--- src/cpu_pkg.sv ---
// -------------------------------------------------------------------------
// shared types for the small register machine
// word, address and register index types, opcode fields, core cycle enum
// -------------------------------------------------------------------------
`default_nettype none

package cpu_pkg;

	typedef logic [7:0] word_t;    // data or instruction word
	typedef logic [7:0] addr_t;    // memory address
	typedef logic [1:0] reg_idx_t; // one of four registers

	// core cycle, one step of the instruction cycle each
	typedef enum logic [1:0] {
		FETCH,
		DECODE,
		LOAD_IMM,
		EXEC
	} cycle_t;

	// -------------------------------------------------------------------------
	// instruction encodings
	//   1000_aa_bb      copy register aa to register bb
	//   010000_aa val   load immediate val into aa
	//   010001_aa addr  load mem[addr] into aa
	//   010010_aa addr  store aa to mem[addr]
	// -------------------------------------------------------------------------
	localparam logic [3:0] op_mov_imm = 4'b0000; // bits 5:2 of one-address op
	localparam logic [3:0] op_load    = 4'b0001;
	localparam logic [3:0] op_store   = 4'b0010;
	localparam logic [2:0] op_xfer    = 3'b000;  // bits 6:4 of two-address op

	localparam addr_t out_port_addr = 8'hff; // memory mapped output register

endpackage

`default_nettype wire

--- src/mem_bus_if.sv ---
// -------------------------------------------------------------------------
// memory bus between one master and one slave
// read is a one cycle req pulse, write holds req and write until ack
// -------------------------------------------------------------------------
`default_nettype none

interface mem_bus_if ();
	import cpu_pkg::*;

	logic  req;   // request strobe
	logic  write; // write level, valid with req
	addr_t addr;
	word_t wdata;
	word_t rdata; // valid with ack
	logic  ack;   // one cycle pulse

	// requester side
	modport master (
		output req, write, addr, wdata,
		input  rdata, ack
	);

	// responder side
	modport slave (
		input  req, write, addr, wdata,
		output rdata, ack
	);

endinterface

`default_nettype wire

--- src/cpu_core.sv ---
// -------------------------------------------------------------------------
// cpu core
// fetch, decode, immediate load and execute cycles with four registers
// register transfer, load immediate, load and store over the memory bus
// -------------------------------------------------------------------------
`default_nettype none

module cpu_core #(
	parameter int ADDR_BITS = 8,
	parameter int WORD_BITS = 8
) (
	input wire in_clk,
	input wire in_rst,
	input wire core_hold,            // held in reset while loading
	mem_bus_if.master bus,
	output cpu_pkg::word_t out_instr // debug view of instr
);
	import cpu_pkg::*;

	localparam int NUM_REGS = WORD_BITS / 2;
	localparam int REG_BITS = $clog2(NUM_REGS);

	// widths are fixed by the package types
	if (ADDR_BITS != $bits(addr_t)) begin : g_addr_check
		$error("ADDR_BITS does not match addr_t");
	end
	if (WORD_BITS != $bits(word_t)) begin : g_word_check
		$error("WORD_BITS does not match word_t");
	end

	// -------------------------------------------------------------------------
	// state
	// -------------------------------------------------------------------------
	cycle_t   cycle, next_cycle;
	logic     sub, next_sub;             // subcycle, request then wait
	addr_t    pc, next_pc;
	word_t    instr, next_instr;
	addr_t    mem_addr, next_mem_addr;
	logic     req, next_req;
	logic     write, next_write;
	word_t    wdata, next_wdata;
	word_t    regs [NUM_REGS];
	word_t    next_regs [NUM_REGS];
	reg_idx_t ridx_a, next_ridx_a;       // source, or the one-address reg
	reg_idx_t ridx_b, next_ridx_b;       // transfer target
	word_t    immval, next_immval;       // word after the opcode

	// opcode fields of the current instr
	logic       two_addr;
	logic       has_imm;
	logic       valid_op;
	logic [2:0] xfer_field;
	logic [3:0] one_field;

	assign two_addr   = instr[WORD_BITS - 1];
	assign has_imm    = !two_addr && instr[WORD_BITS - 2];
	assign xfer_field = instr[WORD_BITS - 2 -: 3];
	assign one_field  = instr[WORD_BITS - 3 -: 4];
	assign valid_op   = two_addr ? (xfer_field == op_xfer)
		: has_imm && (one_field inside {op_mov_imm, op_load, op_store});

	assign bus.req   = req;
	assign bus.write = write;
	assign bus.addr  = mem_addr;
	assign bus.wdata = wdata;
	assign out_instr = instr;

	always_ff @(posedge in_clk) begin
		if (in_rst || core_hold) begin
			cycle    <= FETCH;
			sub      <= 1'b0;
			pc       <= '0;
			instr    <= '0;
			mem_addr <= '0;
			req      <= 1'b0;
			write    <= 1'b0;
			wdata    <= '0;
			regs     <= '{default: '0};
			ridx_a   <= '0;
			ridx_b   <= '0;
			immval   <= '0;
		end else begin
			cycle    <= next_cycle;
			sub      <= next_sub;
			pc       <= next_pc;
			instr    <= next_instr;
			mem_addr <= next_mem_addr;
			req      <= next_req;
			write    <= next_write;
			wdata    <= next_wdata;
			regs     <= next_regs;
			ridx_a   <= next_ridx_a;
			ridx_b   <= next_ridx_b;
			immval   <= next_immval;
		end
	end

	// -------------------------------------------------------------------------
	// instruction cycle
	// -------------------------------------------------------------------------
	always_comb begin
		next_cycle    = cycle;
		next_sub      = sub;
		next_pc       = pc;
		next_instr    = instr;
		next_mem_addr = mem_addr;
		next_req      = 1'b0;   // req is a pulse unless a write holds it
		next_write    = 1'b0;
		next_wdata    = wdata;
		next_regs     = regs;
		next_ridx_a   = ridx_a;
		next_ridx_b   = ridx_b;
		next_immval   = immval;

		case (cycle)
			FETCH, LOAD_IMM: begin // both read the word at pc
				if (!sub) begin
					next_mem_addr = pc;
					next_pc       = pc + 1'b1;
					next_req      = 1'b1;
					next_sub      = 1'b1;
				end else if (bus.ack) begin
					next_sub = 1'b0;
					if (cycle == FETCH) begin
						next_instr = bus.rdata;
						next_cycle = DECODE;
					end else begin
						next_immval = bus.rdata;
						next_cycle  = EXEC;
						if (one_field == op_store) begin // write out on entry to exec
							next_mem_addr = bus.rdata;
							next_wdata    = regs[ridx_a];
							next_req      = 1'b1;
							next_write    = 1'b1;
						end
					end
				end
			end

			DECODE: begin
				next_ridx_a = two_addr ? instr[WORD_BITS / 2 - 1 -: REG_BITS]
					: instr[0 +: REG_BITS];
				next_ridx_b = instr[0 +: REG_BITS];
				if (!valid_op)
					next_cycle = FETCH;      // skip unknown opcode
				else if (has_imm)
					next_cycle = LOAD_IMM;
				else
					next_cycle = EXEC;
			end

			EXEC: begin
				if (two_addr) begin
					next_regs[ridx_b] = regs[ridx_a]; // register transfer
					next_cycle        = FETCH;
				end else begin
					case (one_field)
						op_mov_imm: begin
							next_regs[ridx_a] = immval;
							next_cycle        = FETCH;
						end
						op_load: begin
							if (!sub) begin    // read mem[immval]
								next_mem_addr = immval;
								next_req      = 1'b1;
								next_sub      = 1'b1;
							end else if (bus.ack) begin
								next_regs[ridx_a] = bus.rdata;
								next_sub          = 1'b0;
								next_cycle        = FETCH;
							end
						end
						op_store: begin
							if (bus.ack) begin
								next_cycle = FETCH; // req and write drop here
							end else begin
								next_mem_addr = immval;
								next_wdata    = regs[ridx_a];
								next_req      = 1'b1;
								next_write    = 1'b1;
							end
						end
						default: next_cycle = FETCH;
					endcase
				end
			end

			default: next_cycle = FETCH;
		endcase
	end

	// decode is the bus idle slot between fetch and execute
	a_no_req_in_decode: assert property (@(posedge in_clk) disable iff (in_rst || core_hold)
		cycle == DECODE |-> !bus.req)
		else $error("bus request during decode");

	a_write_has_req: assert property (@(posedge in_clk) disable iff (in_rst || core_hold)
		bus.write |-> bus.req)
		else $error("write level without request");

endmodule

`default_nettype wire

--- src/cpu_system.sv ---
// -------------------------------------------------------------------------
// system top
// program loader, cpu core and memory map joined by two bus instances
// -------------------------------------------------------------------------
`default_nettype none

module cpu_system #(
	parameter int ADDR_BITS = 8,
	parameter int WORD_BITS = 8,
	parameter int RAM_DEPTH = 255
) (
	input wire in_clk,
	input wire in_rst,
	input wire in_run,                       // low holds the core, allows loading
	input wire in_load_strobe,
	input wire cpu_pkg::addr_t in_load_addr,
	input wire cpu_pkg::word_t in_load_data,
	output cpu_pkg::word_t out_port,
	output logic out_port_strobe,
	output cpu_pkg::word_t out_instr         // debug
);

	mem_bus_if core_bus (); // core to loader
	mem_bus_if sys_bus ();  // loader to memory map

	logic core_hold;

	prog_loader u_loader (
		.in_clk(in_clk),
		.in_rst(in_rst),
		.in_run(in_run),
		.in_load_strobe(in_load_strobe),
		.in_load_addr(in_load_addr),
		.in_load_data(in_load_data),
		.core(core_bus),
		.mem(sys_bus),
		.core_hold(core_hold)
	);

	cpu_core #(
		.ADDR_BITS(ADDR_BITS),
		.WORD_BITS(WORD_BITS)
	) u_core (
		.in_clk(in_clk),
		.in_rst(in_rst),
		.core_hold(core_hold),
		.bus(core_bus),
		.out_instr(out_instr)
	);

	mem_map #(
		.RAM_DEPTH(RAM_DEPTH)
	) u_mem_map (
		.in_clk(in_clk),
		.in_rst(in_rst),
		.bus(sys_bus),
		.out_port(out_port),
		.out_port_strobe(out_port_strobe)
	);

endmodule

`default_nettype wire

--- src/mem_map.sv ---
// -------------------------------------------------------------------------
// memory map
// ram below the output register, output register at the top address,
// one ack per request, output strobe on each port write
// -------------------------------------------------------------------------
`default_nettype none

module mem_map #(
	parameter int RAM_DEPTH = 255
) (
	input wire in_clk,
	input wire in_rst,
	mem_bus_if.slave bus,
	output cpu_pkg::word_t out_port,
	output logic out_port_strobe
);
	import cpu_pkg::*;

	mem_bus_if ram_bus ();

	logic  accept;     // new request, not the tail of a held write
	logic  ram_hit;
	logic  port_hit;
	logic  ram_sel;
	logic  port_wr;
	logic  port_ack;   // ack for port and unmapped addresses
	word_t port_rdata;

	// a held write is still high in its ack cycle, skip it there
	assign accept   = bus.req && !bus.ack;
	assign ram_hit  = bus.addr < RAM_DEPTH;
	assign port_hit = bus.addr == out_port_addr;
	assign ram_sel  = accept && ram_hit;
	assign port_wr  = accept && port_hit && bus.write;

	assign ram_bus.req   = bus.req;
	assign ram_bus.write = bus.write;
	assign ram_bus.addr  = bus.addr;
	assign ram_bus.wdata = bus.wdata;

	mem_ram #(
		.RAM_DEPTH(RAM_DEPTH)
	) u_ram (
		.in_clk(in_clk),
		.in_rst(in_rst),
		.sel(ram_sel),
		.bus(ram_bus)
	);

	// -------------------------------------------------------------------------
	// output register
	// -------------------------------------------------------------------------
	always_ff @(posedge in_clk) begin
		if (in_rst) begin
			port_ack        <= 1'b0;
			out_port        <= '0;
			out_port_strobe <= 1'b0;
		end else begin
			port_ack        <= accept && !ram_hit;
			out_port_strobe <= port_wr;   // same cycle as the ack
			if (port_wr)
				out_port <= bus.wdata;
		end
	end

	// read back of the port, zero for holes in the map
	always_ff @(posedge in_clk) begin
		if (accept && !ram_hit)
			port_rdata <= port_hit ? out_port : '0;
	end

	assign bus.ack   = ram_bus.ack || port_ack;
	assign bus.rdata = port_ack ? port_rdata : ram_bus.rdata;

endmodule

`default_nettype wire

--- src/mem_ram.sv ---
// -------------------------------------------------------------------------
// single port synchronous ram
// ack and read data one cycle after a selected request
// -------------------------------------------------------------------------
`default_nettype none

module mem_ram #(
	parameter int RAM_DEPTH = 255
) (
	input wire in_clk,
	input wire in_rst,
	input wire sel,       // address decoded to ram, from mem_map
	mem_bus_if.slave bus
);
	import cpu_pkg::*;

	word_t mem [RAM_DEPTH];
	word_t rdata_q;
	logic  ack_q;
	logic  hit;

	assign hit = bus.req && sel;

	always_ff @(posedge in_clk) begin
		if (in_rst)
			ack_q <= 1'b0;
		else
			ack_q <= hit;    // one cycle latency
	end

	always_ff @(posedge in_clk) begin
		if (hit) begin
			if (bus.write)
				mem[bus.addr] <= bus.wdata;
			rdata_q <= mem[bus.addr]; // old word on a write, ignored
		end
	end

	assign bus.ack   = ack_q;
	assign bus.rdata = rdata_q;

	// decode in mem_map keeps the ram inside its range
	a_sel_in_range: assert property (@(posedge in_clk) disable iff (in_rst)
		hit |-> bus.addr < RAM_DEPTH)
		else $error("ram selected out of range");

endmodule

`default_nettype wire

--- src/prog_loader.sv ---
// -------------------------------------------------------------------------
// program loader
// writes outside program words to memory while run is low,
// passes the core bus through to memory once run is high
// -------------------------------------------------------------------------
`default_nettype none

module prog_loader (
	input wire in_clk,
	input wire in_rst,
	input wire in_run,                       // low while loading
	input wire in_load_strobe,
	input wire cpu_pkg::addr_t in_load_addr,
	input wire cpu_pkg::word_t in_load_data,
	mem_bus_if.slave core,                   // from cpu core
	mem_bus_if.master mem,                   // to memory map
	output logic core_hold                   // keeps core in reset
);
	import cpu_pkg::*;

	logic  load_req;  // pending write of one program word
	addr_t load_addr;
	word_t load_data;

	// request goes out the cycle after the strobe, dropped on ack
	always_ff @(posedge in_clk) begin
		if (in_rst) begin
			load_req <= 1'b0;
		end else if (in_run) begin
			load_req <= 1'b0;        // nothing left over once running
		end else if (in_load_strobe) begin
			load_req <= 1'b1;
		end else if (mem.ack) begin
			load_req <= 1'b0;
		end
	end

	always_ff @(posedge in_clk) begin
		if (!in_run && in_load_strobe) begin
			load_addr <= in_load_addr;
			load_data <= in_load_data;
		end
	end

	// bus mux, loader owns memory while run is low
	assign mem.req   = in_run ? core.req : load_req;
	assign mem.write = in_run ? core.write : load_req; // loader only writes
	assign mem.addr  = in_run ? core.addr : load_addr;
	assign mem.wdata = in_run ? core.wdata : load_data;

	assign core.ack   = in_run && mem.ack; // no stray ack into a held core
	assign core.rdata = mem.rdata;
	assign core_hold  = !in_run;

	// program words only come in before the run starts
	a_no_load_while_run: assert property (@(posedge in_clk) disable iff (in_rst)
		in_load_strobe |-> !in_run)
		else $error("load strobe while running");

endmodule

`default_nettype wire

--- config.mk ---
export PLATFORM = sky130hd
export DESIGN_NAME = cpu_system
export DESIGN_NICKNAME = d
export VERILOG_FILES = /design/src/cpu_pkg.sv /design/src/mem_bus_if.sv /design/src/cpu_core.sv /design/src/cpu_system.sv /design/src/mem_map.sv /design/src/mem_ram.sv /design/src/prog_loader.sv
export SDC_FILE = /design/constraint.sdc
export NUM_CORES = 2
export LEC_CHECK = 0
export ABC_AREA = 1
export BUFFER_PORTS_ARGS = -buffer_cell sky130_fd_sc_hd__buf_2
export CORE_MARGIN = 2
export CORE_UTILIZATION = 40
export DETAILED_ROUTE_END_ITERATION = 8
export GPL_TIMING_DRIVEN = 0
export PLACE_DENSITY_LB_ADDON = 0.08
export SLEW_MARGIN = 20
export SYNTH_ARGS = -nofsm -noshare
export SYNTH_HDL_FRONTEND = slang
export SYNTH_SLANG_ARGS = --single-unit
--- constraint.sdc ---
create_clock -name in_clk -period 6.6 [get_ports in_clk]
set_input_delay 1.65 -clock in_clk [delete_from_list [all_inputs] [get_ports in_clk]]
set_output_delay 1.65 -clock in_clk [all_outputs]
set_load 0.02 [all_outputs]
==> out/results.tsv <==
metric	value	unit
run_status	finished, final reports clean	
nets	9184	
clock_skew	41.2	ps
slew_violations	0	
rrSetupSlack	950	ps
place_inst	11900	
first_iter_violations	6420	
ys_ff_latch	2165	
critPathArrivalTime	6770	ps
synth.avg_cell_area	10.2	µm²
antenna_found_initial	36	
yosys-top-cells-area	edfxtp_1 69%, nand2_1 21%, dfxtp_1 2.1%	
cts.sinks	2165	
grt_max_degree	59	
num_vias	63900	
initial_core_util	0.403	
drive_above_1_share	0.0694	
cts_made_buffers	231	
dieArea	230000	µm²
fill_cells	21300	
synth_area_leader_cell	edfxtp_1	
crit_required	7110	ps
fmax	160	MHz
fin_area	103000	µm²
start_kind	input pin	
grt_pass1_wl	446	mm
synth_edf_count	2072	
drv_cap	0	
clk_pin_slew	60	ps
dp_hpwl	225	mm
fp.dieH	480	µm
h-tree-depth	4	
drt-total-wl	317	mm
fin_cells	12400	
wire_per_inst	25.6	µm
power_density	297	nW/µm²
register_area	64100	µm²
synth_cells	8851	
synthToLayoutAreaGrowth	13.5	%
setup_viol	0	
ys_seq_area_frac	0.708	
slew_headroom	0.221	
synthArstFlopShare	0	
final_cell_mix	4995 x nand2_1, 2072 x edfxtp_1, 412 x nor2_1, 258 x nand3_1, 243 x buf_2	
synth_area	90600	µm²
vias_per_cell	5.17	
grt_pass1_vias	61400	
cts.path.max_buffers	3	
path_cells	buf_2 > buf_4 > nand2_1 > nand2_1 > nand2_1 > inv_2 > buf_2 > buf_2 > nand3_1 > buf_2 > nor2_1	
vdd_drop_max	0.290	mV
finalCriticalPeriod	6260	ps
syn_nets	8872	
grt_setup_unrepaired	no	
period_share	0.948	
cp-end-kind	register	
drc	0	
ios	37	
gp_congestion	0.981	
yosysUniqueCellTypes	34	
insertion_delay	890	ps
hold_viol	0	
clock-root-buffer	clkbuf_16	
tightestPinTransition	1160	ps
die_width	480	µm
multiInputGateArea	24000	µm²
grt_use_total	0.272	
drtAntennaViolNets	0	
p_total	0.0305	W
slowest_delay	950	ps
core	225000	µm²
dr.pass1.iters	6	
p_leak	40.7	nW
grt_overflow_total	0	
critical_path.most_common_cell	buf_2	
final_common_cell	nand2_1	
cp_slowest_cell	nor2_1	
yosys_warnings	0	
port_buffers	36	
cts_resized	0	
cts_setup_buffers	0	
cts_tree	yes	
num_rows	174	
hp-class	register to register	
cts_hold_buf	0	
synth_top_area_share	0.687	
synth_ff_type	edfxtp_1	
placed_area	95700	µm²
worstSetupPathType	input pin to register	
path_max_fanout	10	
[kinds of logic after synthesis]
family          count (synthesis)  synth area share
simple gates                 5724             0.243
compound gates                370            0.0220
flops                        2165             0.708
fa+ha+maj                       1          0.000138
buf+inv                       591            0.0276
[routing by layer]
| layer | routed length [µm] | global-route usage |
|---|---|---|
| met4 | 9200 | 0.0796 |
| met2 | 142000 | 0.423 |
| met5 | 13 | 0 |
| met3 | 23100 | 0.0464 |
| met1 | 142000 | 0.392 |
[Yosys cell counts, types with 4 or more instances]
cell	instances
nor2_1	414
nand3_1	258
a221oi_1	8
nor3_1	13
a211oi_1	12
nand2_1	5003
o21ai_1	37
buf_2	207
edfxtp_1	2072
nand2_2	13
o21ai_0	185
nand3_2	8
inv_2	8
dfxtp_1	93
buf_1	69
a21oi_1	73
o22ai_1	49
clkbuf_1	180
inv_1	121
or2_1	4
[worst paths after layout]
path | depth (start not counted) | to | from
max | 11 | u_mem_map.u_ram.mem[201][1]$_DFFE_PP_ | in_run
max reg2reg | 10 | u_mem_map.u_ram.mem[201][1]$_DFFE_PP_ | u_loader.load_addr[5]$_DFFE_PP_
min | 2 | u_core.regs[6]$_SDFFE_PP0P_ | u_core.regs[6]$_SDFFE_PP0P_
min reg2reg | 2 | u_core.regs[6]$_SDFFE_PP0P_ | u_core.regs[6]$_SDFFE_PP0P_
[state kept, by name (all words and copies together) (netlist names), 8 cells and up, named ones only]
name and count:
u_core.bus.addr 8, u_core.bus.wdata 8, u_core.immval 8, u_core.out_instr 8
u_core.pc 8, u_core.regs 32, u_loader.load_addr 8, u_loader.load_data 8
u_mem_map.out_port 8, u_mem_map.port_rdata 8, u_mem_map.u_ram.bus.rdata 8, u_mem_map.u_ram.mem 2040
[critical path: cells and delay by family]
kind	cells	cell delay (ps)
and+or+nand+nor	5	2640
buffers and inverters	6	2390
[through the flow]
stage	hold slack, ps	TNS [ps]	setup slack (ps)	util
floorplan	424	0	562	-
global placement	435	-	-6790	0.420
detailed placement	441	-36720	-435	0.425
CTS	450	0	512	0.457
global route	464	0	386	0.457
finish	448	0	345	0.457
[final cells by class]
cell class / instances / area share
antenna: 9 / 0.000219
multi-input combinational: 6095 / 0.234
buffer: 461 / 0.0196
clock buffer: 289 / 0.0588
tap: 2992 / 0.0364
timing repair buffer: 79 / 0.0125
inverter: 130 / 0.00475
sequential: 2165 / 0.623
clock inverter: 133 / 0.0104
[where the power goes]
part	switching, W	internal, W	total, W
clock	0.00550	0.00697	0.0125
combinational	0.00232	0.000624	0.00294
sequential	0.00000945	0.0151	0.0151
total	0.00783	0.0227	0.0305
Note: power is estimated with default switching activity, not from simulation.
